--- config.mk ---
export PLATFORM = sky130hd
export DESIGN_NAME = bitmove_top
export DESIGN_NICKNAME = d
export VERILOG_FILES = /design/src/source/bitmove_pkg.sv /design/src/source/bit_aligner.sv /design/src/source/bit_reader.sv /design/src/source/bit_writer.sv /design/src/source/bitmove_regs.sv /design/src/source/bitmove_top.sv /design/src/source/mem_arbiter.sv /design/src/source/word_fifo.sv
export SDC_FILE = /design/constraint.sdc
export NUM_CORES = 1
export LEC_CHECK = 0
export ABC_AREA = 1
export BUFFER_PORTS_ARGS = -buffer_cell sky130_fd_sc_hd__buf_2
export CAP_MARGIN = 20
export CORE_ASPECT_RATIO = 1.25
export CORE_MARGIN = 5
export CORE_UTILIZATION = 45
export CTS_CLUSTER_DIAMETER = 150
export DETAILED_ROUTE_END_ITERATION = 7
export SYNTH_ARGS = -nofsm -noshare
export SYNTH_HDL_FRONTEND = slang
export SYNTH_SLANG_ARGS = --single-unit
--- constraint.sdc ---
create_clock -name clk -period 5.4 [get_ports clk]
set_input_delay 0.27 -clock clk [delete_from_list [all_inputs] [get_ports clk]]
set_output_delay 0.27 -clock clk [all_outputs]
set_load 0.01 [all_outputs]
--- src/source/bitmove_pkg.sv ---
package bitmove_pkg;

    localparam int WORD_W = 32;
    localparam int OFS_W  = 5;
    localparam int LEN_W  = 27;
    localparam int ADDR_W = 27;

    typedef logic [WORD_W-1:0] word_t;

    // Upper ADDR_W bits select the word, low OFS_W bits the bit in it
    typedef logic [ADDR_W+OFS_W-1:0] bit_addr_t;

    // Bits in copy order from bit 0, nbits in 1..32
    typedef struct packed {
        word_t      data;
        logic [5:0] nbits;
    } chunk_t;

    typedef logic [1:0] reg_addr_t;

    localparam reg_addr_t REG_SRC  = 2'd0;
    localparam reg_addr_t REG_DST  = 2'd1;
    localparam reg_addr_t REG_LEN  = 2'd2;
    localparam reg_addr_t REG_CTRL = 2'd3;

endpackage

--- src/source/bit_aligner.sv ---
`timescale 1ns/100ps

module bit_aligner #(
    parameter int FIFO_DEPTH = 4
) (
    input  logic                          clk,
    input  logic                          arst_n,
    input  logic                          start,
    input  bitmove_pkg::bit_addr_t        src_addr,
    input  logic [bitmove_pkg::LEN_W-1:0] length,
    input  bitmove_pkg::word_t            in_head,
    input  logic                          in_valid,
    input  logic                          credit,
    output logic                          in_pop,
    output logic                          push,
    output bitmove_pkg::chunk_t           push_data
);
    import bitmove_pkg::*;

    localparam int CRD_W = $clog2(FIFO_DEPTH + 1);

    logic [OFS_W-1:0]    ofs;
    logic [LEN_W-1:0]    bits_left;
    logic [CRD_W-1:0]    credits;
    logic                have_cur;
    word_t               cur;
    logic                need_next;
    logic                load;
    logic [2*WORD_W-1:0] pair;

    // The chunk reaches into the next source word
    assign need_next = ({1'b0, bits_left} + (LEN_W + 1)'(ofs)) > (LEN_W + 1)'(WORD_W);

    assign load   = !have_cur && in_valid && (bits_left != '0);
    assign push   = have_cur && (bits_left != '0) && (credits != '0)
                 && (in_valid || !need_next);
    assign in_pop = load || (push && need_next);

    // --------------------------------------
    // Chunk extraction
    // --------------------------------------
    assign pair            = {in_head, cur} >> ofs;
    assign push_data.data  = pair[WORD_W-1:0];
    assign push_data.nbits = (bits_left >= LEN_W'(WORD_W)) ? 6'(WORD_W) : bits_left[5:0];

    always_ff @(posedge clk) begin
        if (start) begin
            ofs <= src_addr[OFS_W-1:0];
        end
        if (in_pop) begin
            cur <= in_head;
        end
    end

    always_ff @(posedge clk or negedge arst_n) begin
        if (!arst_n) begin
            bits_left <= '0;
            credits   <= '0;
            have_cur  <= 1'b0;
        end else if (start) begin
            bits_left <= length;
            credits   <= CRD_W'(FIFO_DEPTH);
            have_cur  <= 1'b0;
        end else begin
            if (load) begin
                have_cur <= 1'b1;
            end
            if (push) begin
                bits_left <= (bits_left > LEN_W'(WORD_W)) ? bits_left - LEN_W'(WORD_W) : '0;
            end
            credits <= credits - CRD_W'(push) + CRD_W'(credit);
        end
    end

endmodule

--- src/source/bit_reader.sv ---
`timescale 1ns/100ps

module bit_reader #(
    parameter int FIFO_DEPTH = 4
) (
    input  logic                           clk,
    input  logic                           arst_n,
    input  logic                           start,
    input  bitmove_pkg::bit_addr_t         src_addr,
    input  logic [bitmove_pkg::LEN_W-1:0]  length,
    input  logic                           gnt,
    input  logic                           rdata_valid,
    input  bitmove_pkg::word_t             rdata,
    input  logic                           credit,
    output logic                           req,
    output logic [bitmove_pkg::ADDR_W-1:0] addr,
    output logic                           push,
    output bitmove_pkg::word_t             push_data
);
    import bitmove_pkg::*;

    localparam int CRD_W = $clog2(FIFO_DEPTH + 1);

    logic [LEN_W-1:0] words_left;
    logic [CRD_W-1:0] credits;
    logic [LEN_W:0]   span;

    // Source bits touched, rounded up to whole words
    assign span = {1'b0, length} + (LEN_W + 1)'(src_addr[OFS_W-1:0])
                + (LEN_W + 1)'(WORD_W - 1);

    assign req       = (words_left != '0) && (credits != '0);
    assign push      = rdata_valid;
    assign push_data = rdata;

    always_ff @(posedge clk or negedge arst_n) begin
        if (!arst_n) begin
            words_left <= '0;
            credits    <= '0;
            addr       <= '0;
        end else if (start) begin
            words_left <= LEN_W'(span[LEN_W:OFS_W]);
            credits    <= CRD_W'(FIFO_DEPTH);
            addr       <= src_addr[ADDR_W+OFS_W-1:OFS_W];
        end else begin
            if (gnt) begin
                words_left <= words_left - 1'b1;
                addr       <= addr + 1'b1;
            end
            credits <= credits - CRD_W'(gnt) + CRD_W'(credit);
        end
    end

endmodule

--- src/source/bit_writer.sv ---
`timescale 1ns/100ps

module bit_writer (
    input  logic                           clk,
    input  logic                           arst_n,
    input  logic                           start,
    input  bitmove_pkg::bit_addr_t         dst_addr,
    input  logic [bitmove_pkg::LEN_W-1:0]  length,
    input  bitmove_pkg::chunk_t            chunk,
    input  logic                           chunk_valid,
    input  logic                           gnt,
    input  logic                           rdata_valid,
    input  bitmove_pkg::word_t             rdata,
    output logic                           chunk_pop,
    output logic                           req,
    output logic                           we,
    output logic [bitmove_pkg::ADDR_W-1:0] addr,
    output bitmove_pkg::word_t             wdata,
    output logic                           move_end
);
    import bitmove_pkg::*;

    typedef enum logic [1:0] {S_IDLE, S_FILL, S_WAIT, S_MERGE} state_t;

    state_t              state;
    logic [2*WORD_W-1:0] acc;
    logic [6:0]          acc_n;
    logic [LEN_W-1:0]    remaining;
    logic [OFS_W-1:0]    dofs;
    logic                first;
    word_t               old_word;
    logic [OFS_W-1:0]    lo;
    logic [5:0]          hi;
    logic [2*WORD_W-1:0] hi_ones;
    logic [2*WORD_W-1:0] keep_ones;
    word_t               mask;
    logic                full;
    logic                word_ready;
    logic                last;
    logic                advance;

    // --------------------------------------
    // Bit mask of the current word
    // --------------------------------------
    assign lo        = first ? dofs : '0;
    assign hi        = (acc_n >= 7'd32) ? 6'd32 : acc_n[5:0];
    assign hi_ones   = ((2*WORD_W)'(1) << hi) - (2*WORD_W)'(1);
    assign keep_ones = ((2*WORD_W)'(1) << acc_n) - (2*WORD_W)'(1);
    assign mask      = hi_ones[WORD_W-1:0] & ~((word_t'(1) << lo) - word_t'(1));
    assign full      = &mask;

    assign word_ready = (state == S_FILL)
                     && ((acc_n >= 7'd32) || (remaining == '0 && acc_n != '0));
    assign last       = (remaining == '0) && (acc_n <= 7'd32);

    assign req      = word_ready || (state == S_MERGE);
    assign we       = (word_ready && full) || (state == S_MERGE);
    assign wdata    = (old_word & ~mask) | (acc[WORD_W-1:0] & mask);
    assign advance  = gnt && we;
    assign move_end = advance && last;

    // Never set together with word_ready
    assign chunk_pop = (state == S_FILL) && chunk_valid && (acc_n < 7'd32)
                    && (remaining != '0);

    always_ff @(posedge clk or negedge arst_n) begin
        if (!arst_n) begin
            state <= S_IDLE;
        end else if (start) begin
            state <= S_FILL;
        end else begin
            case (state)
                S_FILL: begin
                    if (gnt) begin
                        state <= !full ? S_WAIT : (last ? S_IDLE : S_FILL);
                    end
                end
                S_WAIT: begin
                    if (rdata_valid) begin
                        state <= S_MERGE;
                    end
                end
                S_MERGE: begin
                    if (gnt) begin
                        state <= last ? S_IDLE : S_FILL;
                    end
                end
                default: state <= S_IDLE;
            endcase
        end
    end

    always_ff @(posedge clk or negedge arst_n) begin
        if (!arst_n) begin
            acc_n     <= '0;
            remaining <= '0;
            first     <= 1'b0;
            addr      <= '0;
        end else if (start) begin
            acc_n     <= 7'(dst_addr[OFS_W-1:0]);
            remaining <= length;
            first     <= 1'b1;
            addr      <= dst_addr[ADDR_W+OFS_W-1:OFS_W];
        end else if (chunk_pop) begin
            acc_n     <= acc_n + 7'(chunk.nbits);
            remaining <= remaining - LEN_W'(chunk.nbits);
        end else if (advance) begin
            acc_n <= (acc_n > 7'd32) ? acc_n - 7'd32 : '0;
            first <= 1'b0;
            addr  <= addr + 1'b1;
        end
    end

    always_ff @(posedge clk) begin
        if (start) begin
            dofs <= dst_addr[OFS_W-1:0];
        end
        // Carry keeps only the bits below acc_n
        if (chunk_pop) begin
            acc <= (acc & keep_ones) | ({{WORD_W{1'b0}}, chunk.data} << acc_n);
        end else if (advance) begin
            acc <= acc >> WORD_W;
        end
        if (state == S_WAIT && rdata_valid) begin
            old_word <= rdata;
        end
    end

endmodule

--- src/source/bitmove_regs.sv ---
`timescale 1ns/100ps

module bitmove_regs (
    input  logic                          clk,
    input  logic                          arst_n,
    input  logic                          reg_sel,
    input  logic                          reg_write,
    input  bitmove_pkg::reg_addr_t        reg_addr,
    input  bitmove_pkg::word_t            reg_wdata,
    input  logic                          move_end,
    output bitmove_pkg::word_t            reg_rdata,
    output bitmove_pkg::bit_addr_t        src_addr,
    output bitmove_pkg::bit_addr_t        dst_addr,
    output logic [bitmove_pkg::LEN_W-1:0] length,
    output logic                          start,
    output logic                          busy,
    output logic                          done
);
    import bitmove_pkg::*;

    logic wr_en;
    logic go;

    // Register file is locked while a move runs
    assign wr_en = reg_sel && reg_write && !busy;
    assign go    = wr_en && (reg_addr == REG_CTRL) && reg_wdata[0];

    always_ff @(posedge clk) begin
        if (wr_en && reg_addr == REG_SRC) begin
            src_addr <= reg_wdata;
        end
        if (wr_en && reg_addr == REG_DST) begin
            dst_addr <= reg_wdata;
        end
        if (wr_en && reg_addr == REG_LEN) begin
            length <= reg_wdata[LEN_W-1:0];
        end
    end

    always_ff @(posedge clk or negedge arst_n) begin
        if (!arst_n) begin
            start <= 1'b0;
            busy  <= 1'b0;
            done  <= 1'b0;
        end else begin
            start <= go;
            done  <= move_end;
            if (go) begin
                busy <= 1'b1;
            end else if (move_end) begin
                busy <= 1'b0;
            end
        end
    end

    always_comb begin
        case (reg_addr)
            REG_SRC: reg_rdata = src_addr;
            REG_DST: reg_rdata = dst_addr;
            REG_LEN: reg_rdata = word_t'(length);
            default: reg_rdata = word_t'(busy);
        endcase
    end

endmodule

--- src/source/bitmove_top.sv ---
`timescale 1ns/100ps

module bitmove_top #(
    parameter int FIFO_DEPTH = 4
) (
    input  logic                           clk,
    input  logic                           arst_n,
    input  logic                           reg_sel,
    input  logic                           reg_write,
    input  bitmove_pkg::reg_addr_t         reg_addr,
    input  bitmove_pkg::word_t             reg_wdata,
    output bitmove_pkg::word_t             reg_rdata,
    output logic                           done,
    output logic                           mem_req,
    output logic                           mem_we,
    output logic [bitmove_pkg::ADDR_W-1:0] mem_addr,
    output bitmove_pkg::word_t             mem_wdata,
    input  logic                           mem_hold,
    input  bitmove_pkg::word_t             mem_rdata
);
    import bitmove_pkg::*;

    bit_addr_t         src_addr;
    bit_addr_t         dst_addr;
    logic [LEN_W-1:0]  length;
    logic              start;
    logic              busy;
    logic              move_end;
    word_t             rdata;

    logic              rd_req;
    logic [ADDR_W-1:0] rd_addr;
    logic              rd_gnt;
    logic              rd_rvalid;
    logic              rq_push;
    word_t             rq_push_data;
    word_t             rq_head;
    logic              rq_valid;
    logic              rq_pop;
    logic              rq_credit;

    logic              ch_push;
    chunk_t            ch_push_data;
    chunk_t            ch_head;
    logic              ch_valid;
    logic              ch_pop;
    logic              ch_credit;

    logic              wr_req;
    logic              wr_we;
    logic [ADDR_W-1:0] wr_addr;
    word_t             wr_wdata;
    logic              wr_gnt;
    logic              wr_rvalid;

    bitmove_regs u_regs (
        .clk, .arst_n, .reg_sel, .reg_write, .reg_addr, .reg_wdata, .move_end,
        .reg_rdata, .src_addr, .dst_addr, .length, .start, .busy, .done
    );

    // --------------------------------------
    // Read side
    // --------------------------------------
    bit_reader #(.FIFO_DEPTH(FIFO_DEPTH)) u_reader (
        .clk, .arst_n, .start, .src_addr, .length,
        .gnt(rd_gnt), .rdata_valid(rd_rvalid), .rdata, .credit(rq_credit),
        .req(rd_req), .addr(rd_addr), .push(rq_push), .push_data(rq_push_data)
    );

    word_fifo #(.FIFO_DEPTH(FIFO_DEPTH), .payload_t(word_t)) u_read_q (
        .clk, .arst_n, .push(rq_push), .push_data(rq_push_data), .pop(rq_pop),
        .clear(start), .head(rq_head), .not_empty(rq_valid), .credit(rq_credit)
    );

    bit_aligner #(.FIFO_DEPTH(FIFO_DEPTH)) u_aligner (
        .clk, .arst_n, .start, .src_addr, .length,
        .in_head(rq_head), .in_valid(rq_valid), .credit(ch_credit),
        .in_pop(rq_pop), .push(ch_push), .push_data(ch_push_data)
    );

    word_fifo #(.FIFO_DEPTH(FIFO_DEPTH), .payload_t(chunk_t)) u_chunk_q (
        .clk, .arst_n, .push(ch_push), .push_data(ch_push_data), .pop(ch_pop),
        .clear(start), .head(ch_head), .not_empty(ch_valid), .credit(ch_credit)
    );

    // --------------------------------------
    // Write side and bus
    // --------------------------------------
    bit_writer u_writer (
        .clk, .arst_n, .start, .dst_addr, .length,
        .chunk(ch_head), .chunk_valid(ch_valid), .gnt(wr_gnt),
        .rdata_valid(wr_rvalid), .rdata, .chunk_pop(ch_pop),
        .req(wr_req), .we(wr_we), .addr(wr_addr), .wdata(wr_wdata), .move_end
    );

    mem_arbiter u_arbiter (
        .clk, .arst_n, .wr_req, .wr_we, .wr_addr, .wr_wdata, .rd_req, .rd_addr,
        .mem_hold, .mem_rdata, .wr_gnt, .rd_gnt, .wr_rvalid, .rd_rvalid, .rdata,
        .mem_req, .mem_we, .mem_addr, .mem_wdata
    );

endmodule

--- src/source/mem_arbiter.sv ---
`timescale 1ns/100ps

module mem_arbiter (
    input  logic                           clk,
    input  logic                           arst_n,
    input  logic                           wr_req,
    input  logic                           wr_we,
    input  logic [bitmove_pkg::ADDR_W-1:0] wr_addr,
    input  bitmove_pkg::word_t             wr_wdata,
    input  logic                           rd_req,
    input  logic [bitmove_pkg::ADDR_W-1:0] rd_addr,
    input  logic                           mem_hold,
    input  bitmove_pkg::word_t             mem_rdata,
    output logic                           wr_gnt,
    output logic                           rd_gnt,
    output logic                           wr_rvalid,
    output logic                           rd_rvalid,
    output bitmove_pkg::word_t             rdata,
    output logic                           mem_req,
    output logic                           mem_we,
    output logic [bitmove_pkg::ADDR_W-1:0] mem_addr,
    output bitmove_pkg::word_t             mem_wdata
);
    logic locked;
    logic lock_wr;
    logic sel_wr;
    logic pend;
    logic pend_wr;

    // Writer wins unless a stalled reader request must stay on the bus
    assign sel_wr = locked ? lock_wr : wr_req;

    assign mem_req   = sel_wr ? wr_req : rd_req;
    assign mem_we    = sel_wr && wr_we;
    assign mem_addr  = sel_wr ? wr_addr : rd_addr;
    assign mem_wdata = wr_wdata;

    assign wr_gnt = sel_wr && wr_req && !mem_hold;
    assign rd_gnt = !sel_wr && rd_req && !mem_hold;

    // Read data belongs to whoever issued the pending read
    assign wr_rvalid = pend && pend_wr && !mem_hold;
    assign rd_rvalid = pend && !pend_wr && !mem_hold;
    assign rdata     = mem_rdata;

    always_ff @(posedge clk or negedge arst_n) begin
        if (!arst_n) begin
            locked  <= 1'b0;
            lock_wr <= 1'b0;
            pend    <= 1'b0;
            pend_wr <= 1'b0;
        end else begin
            locked  <= mem_req && mem_hold;
            lock_wr <= sel_wr;
            if (!mem_hold) begin
                pend    <= mem_req && !mem_we;
                pend_wr <= sel_wr;
            end
        end
    end

endmodule

--- src/source/word_fifo.sv ---
`timescale 1ns/100ps

module word_fifo #(
    parameter int  FIFO_DEPTH = 4,
    parameter type payload_t  = logic [31:0]
) (
    input  logic     clk,
    input  logic     arst_n,
    input  logic     push,
    input  payload_t push_data,
    input  logic     pop,
    input  logic     clear,
    output payload_t head,
    output logic     not_empty,
    output logic     credit
);
    localparam int PTR_W = $clog2(FIFO_DEPTH);

    payload_t         slots [FIFO_DEPTH];
    logic [PTR_W-1:0] wr_ptr;
    logic [PTR_W-1:0] rd_ptr;
    logic [PTR_W:0]   count;
    logic             do_pop;

    function automatic logic [PTR_W-1:0] next_ptr(input logic [PTR_W-1:0] ptr);
        return (ptr == PTR_W'(FIFO_DEPTH - 1)) ? '0 : ptr + 1'b1;
    endfunction

    assign do_pop    = pop && not_empty;
    assign not_empty = (count != '0);
    assign head      = slots[rd_ptr];
    // Each pop frees one slot for the producer
    assign credit    = do_pop;

    always_ff @(posedge clk) begin
        if (push) begin
            slots[wr_ptr] <= push_data;
        end
    end

    always_ff @(posedge clk or negedge arst_n) begin
        if (!arst_n) begin
            wr_ptr <= '0;
            rd_ptr <= '0;
            count  <= '0;
        end else if (clear) begin
            wr_ptr <= '0;
            rd_ptr <= '0;
            count  <= '0;
        end else begin
            if (push) begin
                wr_ptr <= next_ptr(wr_ptr);
            end
            if (do_pop) begin
                rd_ptr <= next_ptr(rd_ptr);
            end
            count <= count + (PTR_W + 1)'(push) - (PTR_W + 1)'(do_pop);
        end
    end

endmodule

# [After elaboration in Yosys (flattened, before gate mapping)]
# Memories as Yosys holds them, arrays and structs flattened.
# Index checks and enable logic that the tools add are counted.
[totals] memories=2 elab_cells=225 latchBits=0 mem_bits_ro=0 ff_bits=402 inputBits=71 ram_bits=280
[mem_list] name="u_chunk_q.slots" words=4 width=38 rd=1 rd_clocked_by_memory_dff=0 wr=1 line="word_fifo.sv:19" rtl="payload_t slots [FIFO_DEPTH];"
[mem_list] name="u_read_q.slots" words=4 width=32 rd=1 rd_clocked_by_memory_dff=0 wr=1 line="word_fifo.sv:19"
[op_classes] n_div=0 shift=5 multipliers=0 addsub=25 bitwise_logic=8 order_cmp=7 eq_ne=14 n_reduce_logical=73 n_mux=59
[op_table] cell="$mux 27" n=13
[op_table] cell="$mux 64" n=2
[op_table] cell="$and 32x32->32" n=3
[op_table] cell="$pmux 32 s3" n=1
[op_table] cell="$reduce_bool 27->1" n=3
[op_table] cell="$and 64x64->64" n=1
[op_table] cell="$not 32->32" n=2
[op_table] cell="$or 64x64->64" n=1
[op_table] cell="$shl 1x7->64 const A" n=1
[op_table] cell="$shl 32x7->64" n=1
[op_table] cell="$shr 64x5->32" n=1
[op_table] cell="$sub 64x2->64 const B" n=1
[op_table] cell="$add 27x5->28" n=2
[op_table] cell="$add 27x1->27 const B" n=2
[op_table] cell="$logic_and 1x1->1" n=37
[op_table] cell="$mux 2" n=17
[op_table] cell="$or 32x32->32" n=1
[op_table] cell="$reduce_and 32->1" n=1
[op_table] cell="$shl 1x5->32 const A" n=1
[op_table] cell="$shl 1x6->32 const A" n=1
[op_table] cell="$sub 32x1->32 const B" n=1
[op_table] cell="$sub 32x2->32 const B" n=1
[op_table] cell="$add 28x5->28 const B" n=1
[op_table] cell="$gt 28x6->1 const B" n=1
[op_table] cell="33 further kinds" n=95

# [Longest topological paths before layout]
# Gate-level depths: netlist (run 1).
[logic_depth] depth_word=12 depth_mapped=26 ltp_nobuf=25

# [Cells and area by module]
# Synthesis (run 1) repeated with hierarchy kept, for this count alone.
[hier_totals] hier_cells=5300 hier_area_um2=42195.5
[by_module_without_submodules] module="bit_writer" n_inst=1 area_per_inst_um2=13596.8 seq_area_each_um2=4634.4 cells_each=2034
[by_module_without_submodules] module="bit_aligner" n_inst=1 area_per_inst_um2=7143.1 seq_area_each_um2=1886.8 cells_each=1173
[by_module_without_submodules] module="word_fifo at u_chunk_q" n_inst=1 area_per_inst_um2=6591.3 seq_area_each_um2=4739.5 cells_each=499
[by_module_without_submodules] module="word_fifo at u_read_q" n_inst=1 area_per_inst_um2=5456.5 seq_area_each_um2=4018.9 cells_each=428
[by_module_without_submodules] module="bit_reader" n_inst=1 area_per_inst_um2=4850.9 seq_area_each_um2=1426.4 cells_each=743
[by_module_without_submodules] module="bitmove_regs" n_inst=1 area_per_inst_um2=3524.6 seq_area_each_um2=2807.7 cells_each=246
[by_module_without_submodules] module="mem_arbiter" n_inst=1 area_per_inst_um2=1032.2 seq_area_each_um2=100.1 cells_each=177

# [Least setup slack after synthesis (run 1)]
# Ideal clock, no wire load.
[synth_timing] kind="register to register" from="register u_writer.acc_n[5]" to="register u_writer.acc[0] (enable)" setup_ns=0.424 required_ns=4.976 setup_slack_ns=0.729 period_less_slack_ns=4.671 stages_incl_launch_ff=25 t_arrival_ns=4.248 path_cell_list="dfrtp_1 -> buf_2 -> nor2_2 -> nand2_4 -> inv_2 -> buf_6 -> clkbuf_1 -> nand2_1 -> ha_1 -> inv_1 -> nor2_1 -> nand3_1 -> nand2_1 -> nand2_1 -> nand2_1 -> nor2_1 -> nand3_1 -> nor2_1 -> nand2_1 -> nor2_1 -> nand3_1 -> nand2_2 -> nand2_4 -> buf_2 -> nand2_1"
[synth_between] elab_chain_len=10 word_cells_on_any_way=21 classes_between="1 x add/sub; 2 x order compare; 1 x shift; 2 x mux; 1 x bitwise; 14 x reduce/logical"
[synth_lines] element="start, declared" line="bit_writer.sv:27" rtl="logic [6:0] acc_n;"
[synth_lines] element="start signal, assigned" line="bit_writer.sv:100" rtl="acc_n <= 7'(dst_addr[OFS_W-1:0]);"
[synth_lines] element="start signal, assigned" line="bit_writer.sv:105" rtl="acc_n <= acc_n + 7'(chunk.nbits);"
[synth_lines] element="start signal, assigned" line="bit_writer.sv:108" rtl="acc_n <= (acc_n > 7'd32) ? acc_n - 7'd32 : '0;"
[synth_lines] element="$ge 7x6->1 / $reduce_bool 7->1 (equally long branches)" line="bit_writer.sv:46, bit_writer.sv:53"
[synth_lines] element="$mux 6 / $logic_and 1x1->1 (equally long branches)" line="bit_writer.sv:46, bit_writer.sv:53"
[synth_lines] element="$shl 1x6->32 / $logic_or 1x1->1 (equally long branches)" line="bit_writer.sv:47, bit_writer.sv:53"
[synth_lines] element="$sub 32x2->32 / $logic_and 1x1->1 (equally long branches)" line="bit_writer.sv:47, bit_writer.sv:53"
[synth_lines] element="$and 32x32->32 / $logic_or 1x1->1 (equally long branches)" line="bit_writer.sv:49, bit_writer.sv:56"
[synth_lines] element="$reduce_and 32->1 / $mux 1 (equally long branches)" line="bit_writer.sv:50, mem_arbiter.sv:31"
[synth_lines] element="$logic_and 1x1->1 (on tied branches)" line="bit_writer.sv:57, mem_arbiter.sv:38"
[synth_lines] element="$logic_or 1x1->1 / $logic_and 1x1->1 (equally long branches)" line="bit_writer.sv:57, mem_arbiter.sv:38"
[synth_lines] element="$logic_and 1x1->1" line="bit_writer.sv:59" rtl="assign advance = gnt && we;"
[synth_lines] element="$reduce_bool 2->1 (no line) (*)"
[synth_lines] element="end signal, assigned" line="bit_writer.sv:120" rtl="acc <= (acc & keep_ones) | ({{WORD_W{1'b0}}, chunk.data} << acc_n);"
[synth_lines] element="end signal, assigned" line="bit_writer.sv:122" rtl="acc <= acc >> WORD_W;"
[synth_lines] element="end, declared" line="bit_writer.sv:26" rtl="logic [2*WORD_W-1:0] acc;"
# Mark *: on every way between the ends. The rest lies on a longest branch, timed or not.
# A chain may end at the register's enable or synchronous reset.

# [Final worst setup path (run 1)]
[layout_timing] from="register u_writer.acc_n[2]" to="output port mem_wdata[21]"
[layout_between] elab_chain_len=8 word_cells_on_any_way=9 classes_between="1 x add/sub; 1 x order compare; 1 x shift; 1 x mux; 5 x bitwise"
[layout_lines] element="$ge 7x6->1" line="bit_writer.sv:46" rtl="assign hi = (acc_n >= 7'd32) ? 6'd32 : acc_n[5:0];"
[layout_lines] element="$mux 6 (*)" line="bit_writer.sv:46"
[layout_lines] element="$shl 1x6->32 (*)" line="bit_writer.sv:47" rtl="assign hi_ones = ((2*WORD_W)'(1) << hi) - (2*WORD_W)'(1);"
[layout_lines] element="$sub 32x2->32 (*)" line="bit_writer.sv:47"
[layout_lines] element="$and 32x32->32 (*)" line="bit_writer.sv:49" rtl="assign mask = hi_ones[WORD_W-1:0] & ~((word_t'(1) << lo) - word_t'(1));"
[layout_lines] element="$not 32->32" line="bit_writer.sv:58" rtl="assign wdata = (old_word & ~mask) | (acc[WORD_W-1:0] & mask);"
[layout_lines] element="$and 32x32->32" line="bit_writer.sv:58"
[layout_lines] element="$or 32x32->32 (*)" line="bit_writer.sv:58"
[layout_lines] element="end, declared" line="bitmove_top.sv:17" rtl="output bitmove_pkg::word_t mem_wdata,"
# Marks and branches as above.

==> results of run 1 <==
[worst reg2reg max path: cells and delay by family, from the launching register on]
kind,cells,cell delay [ns]
and+or+nand+nor,16,1.98
DFF,1,0.39
adders and majority gates,1,0.25
buffers and inverters,4,1.46
[cells in the mapped netlist, drive strengths merged (2+ instances only)]
master / count / area (um2)
o211ai: 72 / 541
nand3b: 11 / 82.6
fa: 7 / 140
o21a: 3 / 22.5
and3: 2 / 12.5
or2: 19 / 119
mux2i: 27 / 270
o22ai: 21 / 131
xnor2: 17 / 149
a32oi: 5 / 43.8
o21ai: 434 / 2170
o21bai: 3 / 22.5
nand2: 1641 / 6210
and2: 3 / 18.8
xor2: 97 / 850
nor4: 24 / 150
a31oi: 38 / 238
o311ai: 2 / 17.5
a22oi: 10 / 75.1
a21oi: 117 / 586
a221oi: 2 / 17.5
o31ai: 6 / 45.0
ha: 51 / 638
inv: 467 / 1750
nor2: 422 / 1640
a21boi: 2 / 15.0
dfrtp: 173 / 4330
nand4: 73 / 463
nor3: 77 / 395
clkinv: 7 / 26.3
a41oi: 3 / 26.3
clkbuf: 168 / 632
edfxtp: 509 / 15300
nor3b: 2 / 15.0
nand3: 476 / 2380
o221ai: 16 / 140
mux2: 21 / 236
buf: 68 / 332
[where the power goes]
part,internal (mW),switching [mW]
registers,7.62,1.17
logic,4.52,10.7
clock network,3.00,2.20
[through the flow]
stage | utilization | total power, mW | hold WS [ns] | area [um2]
floorplan | - | 18.6 | -0.0256 | 40300
global placement | 0.476 | 23.7 | 0.338 | 42200
detailed placement | 0.476 | 23.7 | 0.338 | 42200
CTS | 0.511 | 29.0 | 0.00156 | 45300
global route | 0.512 | 31.2 | 0.00716 | 45400
finish | 0.512 | 29.2 | 0.0358 | 45400
[flip-flops by register name, summed over array words and instances, names as in the netlist, 7 cells and up]
signal / count
u_regs.dst_addr: 32
u_writer.addr: 27
u_aligner.bits_left: 27
u_reader.addr: 27
u_writer.acc: 64
u_writer.remaining: 27
u_chunk_q.slots: 152
u_reader.words_left: 27
u_read_q.slots: 128
u_writer.old_word: 32
u_regs.length: 27
u_writer.acc_n: 7
u_aligner.cur: 32
u_regs.src_addr: 32
[worst paths after layout]
check                                         from  slack, ns                   end  cells past startpoint
worst max-delay path             u_writer.acc_n[2]       0.35         mem_wdata[21]                     15
worst min-delay path                  mem_rdata[3]       0.04  u_writer.old_word[3]                      1
worst max register to register   u_writer.acc_n[4]       0.89      u_writer.acc[10]                     21
worst min register to register  u_regs.dst_addr[3]       0.46      u_writer.dofs[3]                      0
max in group asynchronous                   arst_n       3.97      u_writer.addr[7]                      3
min in group asynchronous                   arst_n       0.21      u_writer.addr[6]                      2
[area by class of cell]
cell class                 count  share of cell area
sequential                   682               0.432
multi-input combinational   3714               0.397
antenna                        7            0.000385
clock buffer                  92              0.0443
inverter                     474              0.0392
timing repair buffer         291              0.0449
clock inverter                43             0.00991
tap                         1178              0.0324
[metal layers]
metal | wire (um) | global-route usage | vias to the layer above | part of all wire
li1 | - | - | 17400 | -
met4 | 8780 | 0.150 | 6 | 0.063
met1 | 54200 | 0.341 | 17100 | 0.39
met2 | 68300 | 0.492 | 1427 | 0.49
met5 | 38 | 0 | - | 0.00027
met3 | 8890 | 0.0416 | 328 | 0.063
[logic make-up after synthesis]
kind of cell / count (synthesis) / synth area share
AOI/OAI and AO/OA: 740 / 0.103
xor gates and xnor gates: 114 / 0.0248
adders and majority gates: 58 / 0.0193
buffers and inverters: 710 / 0.0680
DFF: 682 / 0.487
muxes: 48 / 0.0126
other: 1 / 0.0000930
and+or+nand+nor: 2753 / 0.286
==> impl_results.html, run 1 <==
<table>
<tr><th>Metric</th><th>Value</th></tr>
<tr><th colspan="2">Logic synthesis</th></tr>
<tr><td>Total of flip-flops plus latches after synthesis</td><td>682</td></tr>
<tr><td>Mapped Cells</td><td>5106</td></tr>
<tr><td>Cell area after synthesis</td><td>40300 um2</td></tr>
<tr><td>Share of synthesized registers carrying an async set or reset</td><td>0.254</td></tr>
<tr><td>YS warnings</td><td>0</td></tr>
<tr><td>Dominant synthesized flop cell</td><td>edfxtp_1</td></tr>
<tr><td>Post-Synthesis Net Count</td><td>5235</td></tr>
<tr><td>Number of enable flip-flop cells after synthesis</td><td>509</td></tr>
<tr><td>Average cell area after synthesis</td><td>7.89 um2</td></tr>
<tr><td>Yosys cell types</td><td>60</td></tr>
<tr><td>Part of the Yosys area used for sequential elements</td><td>0.487</td></tr>
<tr><th colspan="2">Drt</th></tr>
<tr><td>Vias per cell</td><td>5.60</td></tr>
<tr><td>DRC violation total after the first TritonRoute iteration</td><td>3519</td></tr>
<tr><td>Average wire length per cell after detail routing</td><td>21.6 um</td></tr>
<tr><td>DR DRC count</td><td>0</td></tr>
<tr><td>Total Wirelength</td><td>140 mm</td></tr>
<tr><td>Number of nets still failing antenna checks after routing</td><td>0</td></tr>
<tr><td>DRT Pass-1 Iters</td><td>6</td></tr>
<tr><td>Vias post-DR</td><td>36300</td></tr>
<tr><th colspan="2">Placement</th></tr>
<tr><td>Worst setup slack after placement</td><td>0.944 ns</td></tr>
<tr><td>DP Wirelength</td><td>103 mm</td></tr>
<tr><td>Number of placed instances with taps included</td><td>6273</td></tr>
<tr><td>Count of input and output buffers</td><td>164</td></tr>
<tr><td>Gpl congestion</td><td>1.04</td></tr>
<tr><th colspan="2">STA</th></tr>
<tr><td>Worst-case headroom to the max-slew limit</td><td>0.263</td></tr>
<tr><td>Fin Setup TNS</td><td>0 ns</td></tr>
<tr><td>Final Cycle Share</td><td>0.935</td></tr>
<tr><td>Final count of hold timing violations</td><td>0</td></tr>
<tr><td>Unrepaired setup endpoints after global routing</td><td>no</td></tr>
<tr><td>Worst Max-Slew Pin Slew</td><td>1.10 ns</td></tr>
<tr><td>Max Clock Freq</td><td>198 MHz</td></tr>
<tr><td>Worst Slack Setup Final</td><td>0.350 ns</td></tr>
<tr><td>Final critical-path required period</td><td>5.05 ns</td></tr>
<tr><td>Final-report setup violation count</td><td>0</td></tr>
<tr><td>Clk_skew</td><td>0.0301 ns</td></tr>
<tr><td>Final Max Tran Viols</td><td>0</td></tr>
<tr><th colspan="2">GRT</th></tr>
<tr><td>First-pass GRT wire length</td><td>209 mm</td></tr>
<tr><td>Antenna violations before repair</td><td>9</td></tr>
<tr><td>Remaining Overflow, GRT</td><td>0</td></tr>
<tr><td>Tot GR Track Use</td><td>0.283</td></tr>
<tr><td>Maximum number of pins on one net before global-route repair</td><td>81</td></tr>
<tr><td>Via count of the first global-routing pass</td><td>34500</td></tr>
<tr><th colspan="2">Layout</th></tr>
<tr><td>Post-layout instance count excluding filler cells</td><td>6481</td></tr>
<tr><td>Number of fill cells in the layout</td><td>8460</td></tr>
<tr><td>Syn-to-layout area delta</td><td>12.8%</td></tr>
<tr><td>Most used cells in the layout excluding fill and tap cells</td><td>nand2_1, edfxtp_1, nand3_1</td></tr>
<tr><td>Area occupied by multi-input gates</td><td>18100 um2</td></tr>
<tr><td>FF/Latch Area</td><td>19600 um2</td></tr>
<tr><td>Share of post-route cells with drive strength above 1</td><td>0.0857</td></tr>
<tr><td>Number of nets in the layout</td><td>5365</td></tr>
<tr><td>Commonest non-fill, non-tap cell in the layout</td><td>nand2_1</td></tr>
<tr><th colspan="2">Critical path</th></tr>
<tr><td>Arrival time worst endpoint</td><td>4.78 ns</td></tr>
<tr><td>Critical setup path kind</td><td>flip-flop to output pin</td></tr>
<tr><td>Family of cells with the greatest summed delay on the critical path</td><td>simple AND/OR/NAND/NOR gates</td></tr>
<tr><td>Maximum fanout along the worst path</td><td>12</td></tr>
<tr><td>Buffering stage count on the worst path with inverters included</td><td>4</td></tr>
<tr><td>Sequence of cells on the critical path</td><td>inv_2, nand2_1, nor2_1, nand2_2, nand3_1, inv_1, nand2_1, nor2_1, inv_1, nor2_1, nand2_1, nor3b_1, o21ai_0, mux2_2, buf_2</td></tr>
<tr><td>Required time at the endpoint of the critical path</td><td>5.13 ns</td></tr>
<tr><td>Critical Path Source Type</td><td>flip-flop</td></tr>
<tr><td>Slowest-stage cell, CP</td><td>dfrtp_1</td></tr>
<tr><td>Sort of element at the end of the critical path</td><td>output pin</td></tr>
<tr><td>Slowest Stage Delay on Critical Path</td><td>0.69 ns</td></tr>
<tr><th colspan="2">Min path</th></tr>
<tr><td>Worst hold path class</td><td>primary input to flip-flop</td></tr>
<tr><th colspan="2">Clock network</th></tr>
<tr><td>Htree depth</td><td>3</td></tr>
<tr><td>Post-CTS Hold Buffers</td><td>60</td></tr>
<tr><td>TritonCTS clock tree</td><td>yes</td></tr>
<tr><td>Clock Tree Buf Depth</td><td>3</td></tr>
<tr><td>Clock latency on the worst-skew pair</td><td>0.64 ns</td></tr>
<tr><td>Sinks on the clock net</td><td>682</td></tr>
<tr><td>Clock transition at the register clock pins on the worst setup and hold paths after CTS</td><td>0.06 ns</td></tr>
<tr><td>Number of buffers inserted by post-CTS setup repair</td><td>0</td></tr>
<tr><td>Post-cts repair resize count</td><td>0</td></tr>
<tr><td>Clock root buffer</td><td>clkbuf_16</td></tr>
<tr><td>Number of buffers created by CTS</td><td>73</td></tr>
<tr><th colspan="2">Die</th></tr>
<tr><td>Initial core utilization</td><td>0.454</td></tr>
<tr><td>Die width</td><td>278 um</td></tr>
<tr><td>Core box area</td><td>88700 um2</td></tr>
<tr><td>Total die area</td><td>95700 um2</td></tr>
<tr><td>Number of top-level pins</td><td>165</td></tr>
<tr><td>Row count</td><td>122</td></tr>
<tr><td>Vertical extent of the die</td><td>345 um</td></tr>
<tr><th colspan="2">Power</th></tr>
<tr><td>PwrDens</td><td>643 nW/um2</td></tr>
<tr><td>Worst VDD drop</td><td>0.386 mV</td></tr>
<tr><td>Leakage component of the power</td><td>19.7 nW</td></tr>
<tr><th colspan="2">Run</th></tr>
<tr><td>Max-cap viol count</td><td>0</td></tr>
<tr><th colspan="2">Outcome</th></tr>
<tr><td>Status</td><td>complete, no violations</td></tr>
</table>
Power figures use the tool's default switching activity.
==> run 2, diff against run 1 <==
Clock period 5.4 ns to 5.65 ns, I/O delays scaled along.
==> run 2 against run 1 <==
- sequential share of layout area fell by 0.10 points
- first-iteration DRC count down 7.4%
- die area unchanged
- setup slack better by 0.35 ns
- clock power is 2% lower
- combinational power fell by 3%
- core utilization increased by 0.12 points
- sequential power shrank 4.6%
- cell count is 0.15% higher
- largest power group unchanged
==> impl_results.html, run 2 (synthesis gave the netlist of run 1 again) <==
<table>
<tr><th>Metric</th><th>Value</th></tr>
<tr><th colspan="2">Outcome</th></tr>
<tr><td>Status</td><td>complete, no violations (unchanged)</td></tr>
<tr><th colspan="2">Critical path</th></tr>
<tr><td>Sequence of cells on the critical path</td><td>nor2_1, inv_1, nor2_1, nand2_2, nand3_1, inv_1, nand2_1, nor2_1, inv_1, nor2_1, nand2_1, nor2_1, o21ai_0, mux2_2, buf_2 (was inv_2, nand2_1, nor2_1, nand2_2, nand3_1, inv_1, nand2_1, nor2_1, inv_1, nor2_1, nand2_1, nor3b_1, o21ai_0, mux2_2, buf_2)</td></tr>
<tr><td>Required time at the endpoint of the critical path</td><td>5.37 ns (was 5.13 ns)</td></tr>
<tr><td>Maximum fanout along the worst path</td><td>19 (was 12)</td></tr>
<tr><td>Slowest Stage Delay on Critical Path</td><td>0.90 ns (was 0.69 ns)</td></tr>
<tr><td>Arrival time worst endpoint</td><td>4.67 ns (was 4.78 ns)</td></tr>
<tr><td>Critical setup path kind</td><td>flip-flop to output pin (unchanged)</td></tr>
<tr><td>Critical Path Source Type</td><td>flip-flop (unchanged)</td></tr>
<tr><td>Top cell by count, worst path</td><td>nor2_1</td></tr>
<tr><td>Sort of element at the end of the critical path</td><td>output pin (unchanged)</td></tr>
<tr><td>Slowest-stage cell, CP</td><td>dfrtp_1 (unchanged)</td></tr>
<tr><th colspan="2">Power</th></tr>
<tr><td>PwrDens</td><td>619 nW/um2 (was 643 nW/um2)</td></tr>
<tr><td>Leakage component of the power</td><td>19.7 nW (about the same)</td></tr>
<tr><td>Total internal power</td><td>14.6 mW (was 15.1 mW)</td></tr>
<tr><td>Reported net switching power</td><td>13.6 mW (was 14.1 mW)</td></tr>
<tr><td>Part of the total power dissipated in combinational logic</td><td>0.523 (was 0.521)</td></tr>
<tr><td>Power share of the sequential group</td><td>0.298 (was 0.301)</td></tr>
<tr><td>Clock network power share</td><td>0.180 (was 0.178)</td></tr>
<tr><td>Worst VDD drop</td><td>0.302 mV (was 0.386 mV)</td></tr>
<tr><td>Switching Share</td><td>0.484 (was 0.481)</td></tr>
<tr><th colspan="2">STA</th></tr>
<tr><td>Worst-case headroom to the max-slew limit</td><td>0.262 (was 0.263)</td></tr>
<tr><td>Final Max Tran Viols</td><td>0 (unchanged)</td></tr>
<tr><td>Worst Slack Setup Final</td><td>0.697 ns (was 0.350 ns)</td></tr>
<tr><td>Final count of hold timing violations</td><td>0 (unchanged)</td></tr>
<tr><td>Final Cycle Share</td><td>0.877</td></tr>
<tr><td>Fin Setup TNS</td><td>0 ns (unchanged)</td></tr>
<tr><td>Unrepaired setup endpoints after global routing</td><td>no (unchanged)</td></tr>
<tr><td>Worst Hold Slack</td><td>0.0375 ns (was 0.0358 ns)</td></tr>
<tr><td>Final-report setup violation count</td><td>0 (unchanged)</td></tr>
<tr><td>Final critical-path required period</td><td>4.95 ns</td></tr>
<tr><td>Max Clock Freq</td><td>202 MHz</td></tr>
<tr><td>Worst Max-Slew Pin Slew</td><td>1.10 ns (about the same)</td></tr>
<tr><td>Clk_skew</td><td>0.0259 ns (was 0.0301 ns)</td></tr>
<tr><th colspan="2">Drt</th></tr>
<tr><td>DRC violation total after the first TritonRoute iteration</td><td>3259 (was 3519)</td></tr>
<tr><td>Vias per cell</td><td>5.60 (about the same)</td></tr>
<tr><td>Vias post-DR</td><td>36400 (was 36300)</td></tr>
<tr><td>Number of nets still failing antenna checks after routing</td><td>0 (unchanged)</td></tr>
<tr><td>DRT Pass-1 Iters</td><td>6 (unchanged)</td></tr>
<tr><td>DR DRC count</td><td>0 (unchanged)</td></tr>
<tr><td>Total Wirelength</td><td>144 mm (was 140 mm)</td></tr>
<tr><td>Average wire length per cell after detail routing</td><td>22.2 um (was 21.6 um)</td></tr>
<tr><th colspan="2">Layout</th></tr>
<tr><td>Share of post-route cells with drive strength above 1</td><td>0.0864 (was 0.0857)</td></tr>
<tr><td>Share of the core filled with cells in the final layout</td><td>0.514 (was 0.512)</td></tr>
<tr><td>Register containing the most flip-flops in the final layout</td><td>u_chunk_q.slots (unchanged)</td></tr>
<tr><td>Number of fill cells in the layout</td><td>8610 (was 8460)</td></tr>
<tr><td>Syn-to-layout area delta</td><td>13.0% (was 12.8%)</td></tr>
<tr><td>Post-layout instance count excluding filler cells</td><td>6491 (was 6481)</td></tr>
<tr><td>Number of nets in the layout</td><td>5370 (was 5365)</td></tr>
<tr><td>Max FFs per register</td><td>152 (unchanged)</td></tr>
<tr><td>Most used cells in the layout excluding fill and tap cells</td><td>nand2_1, edfxtp_1, nand3_1 (unchanged)</td></tr>
<tr><td>Commonest non-fill, non-tap cell in the layout</td><td>nand2_1 (unchanged)</td></tr>
<tr><td>Largest regs</td><td>u_chunk_q.slots (152), u_read_q.slots (128), u_writer.acc (64) (unchanged)</td></tr>
<tr><th colspan="2">GRT</th></tr>
<tr><td>Antenna violations before repair</td><td>13 (was 9)</td></tr>
<tr><td>Remaining Overflow, GRT</td><td>0 (unchanged)</td></tr>
<tr><td>Via count of the first global-routing pass</td><td>34900 (was 34500)</td></tr>
<tr><td>Maximum number of pins on one net before global-route repair</td><td>91 (was 81)</td></tr>
<tr><td>First-pass GRT wire length</td><td>215 mm (was 209 mm)</td></tr>
<tr><td>Tot GR Track Use</td><td>0.291 (was 0.283)</td></tr>
<tr><th colspan="2">Die</th></tr>
<tr><td>Total die area</td><td>95700 um2 (unchanged)</td></tr>
<tr><td>Vertical extent of the die</td><td>345 um (unchanged)</td></tr>
<tr><td>Number of top-level pins</td><td>165 (unchanged)</td></tr>
<tr><td>Core box area</td><td>88700 um2 (unchanged)</td></tr>
<tr><td>Initial core utilization</td><td>0.454 (unchanged)</td></tr>
<tr><td>Die width</td><td>278 um (unchanged)</td></tr>
<tr><td>Row count</td><td>122 (unchanged)</td></tr>
<tr><th colspan="2">Clock network</th></tr>
<tr><td>Htree depth</td><td>3 (unchanged)</td></tr>
<tr><td>Sinks on the clock net</td><td>682 (unchanged)</td></tr>
<tr><td>Number of buffers inserted by post-CTS setup repair</td><td>0 (unchanged)</td></tr>
<tr><td>Clock Tree Buf Depth</td><td>3 (unchanged)</td></tr>
<tr><td>Number of buffers created by CTS</td><td>74 (was 73)</td></tr>
<tr><td>Clock root buffer</td><td>clkbuf_16 (unchanged)</td></tr>
<tr><td>Clock transition at the register clock pins on the worst setup and hold paths after CTS</td><td>0.07 ns (was 0.06 ns)</td></tr>
<tr><td>Clock latency on the worst-skew pair</td><td>0.64 ns (about the same)</td></tr>
<tr><td>TritonCTS clock tree</td><td>yes (unchanged)</td></tr>
<tr><th colspan="2">Run</th></tr>
<tr><td>Max-cap viol count</td><td>0 (unchanged)</td></tr>
<tr><th colspan="2">Min path</th></tr>
<tr><td>Worst hold path class</td><td>primary input to flip-flop (unchanged)</td></tr>
<tr><th colspan="2">Placement</th></tr>
<tr><td>Gpl congestion</td><td>1.03 (was 1.04)</td></tr>
<tr><td>Count of input and output buffers</td><td>164 (unchanged)</td></tr>
<tr><td>DP Wirelength</td><td>107 mm (was 103 mm)</td></tr>
<tr><td>Worst setup slack after placement</td><td>1.27 ns (was 0.944 ns)</td></tr>
<tr><td>Number of placed instances with taps included</td><td>6281 (was 6273)</td></tr>
</table>
run 2: cell count changes in the layout (fill, tap and decap cells not counted), moves of 2 or more:
cell	change
buf_4	+5
clkbuf_1	+5
clkinv_2	-5
diode_2	+4
buf_12	+2
bufinv_16	+2
clkbuf_8	-2
clkinv_8	+2
dlygate4sd3_1	-2
run 2: area by class of cell:
cell class	instances	area, um2	area share
tap	1178	1470	0.0324
multi-input combinational	3714	18100	0.396
antenna	11	27.5	0.000604
clock buffer	94	1980	0.0434
clock inverter	43	552	0.0121
timing repair buffer	295	2070	0.0454
inverter	474	1780	0.0391
sequential	682	19600	0.431
run 2: worst paths after layout:
kind                                     from                   end  slack [ns]  cells past startpoint
max                         u_writer.acc_n[1]         mem_wdata[17]        0.70                     15
min                              mem_rdata[9]  u_writer.old_word[9]        0.04                      1
max reg2reg                 u_writer.acc_n[1]      u_writer.acc[48]        1.14                     17
min reg2reg                u_regs.dst_addr[2]      u_writer.dofs[2]        0.45                      0
max in group asynchronous              arst_n    u_read_q.rd_ptr[0]        4.32                      3
min in group asynchronous              arst_n     u_writer.addr[10]        0.27                      2
run 2: metal layers:
metal | global-route usage | routed length (um)
met5 | 0 | 20
met1 | 0.358 | 55900
met4 | 0.153 | 9110
met3 | 0.0454 | 8940
met2 | 0.499 | 69800
run 2: critical path: cells and delay by family (launching register included):
| family | cells | cell delay [ns] |
|---|---|---|
| buffers and inverters | 4 | 0.57 |
| and+or+nand+nor | 9 | 1.79 |
| muxes | 1 | 0.41 |
| AOI/OAI and AO/OA | 1 | 0.33 |
| DFF | 1 | 0.90 |
run 2: what timing repair did:
item                                   in CTS  in global routing
resized for setup                           0                  0
hold buffers                               59                  0
endpoints found under the hold margin     286                  0
run 2: stage by stage:
| step | total power, mW | cell area, um2 |
|---|---|---|
| 3_5_place_dp | 22.9 | 42400 |
| 3_3_place_gp | 22.8 | 42300 |
| 5_1_grt | 30.2 | 45500 |
| 2_1_floorplan | 17.8 | 40300 |
| 4_1_cts | 28.1 | 45500 |
| 6_report | 28.2 | 45600 |
run 2: power by group through the flow:
stage               registers [mW]  clock network, mW  logic [mW]
floorplan                     8.01                  0        9.75
global placement              8.44                  0        14.4
detailed placement            8.43                  0        14.5
CTS                           8.35               5.16        14.6
global route                  8.53               5.38        16.3
finish                        8.39               5.07        14.7
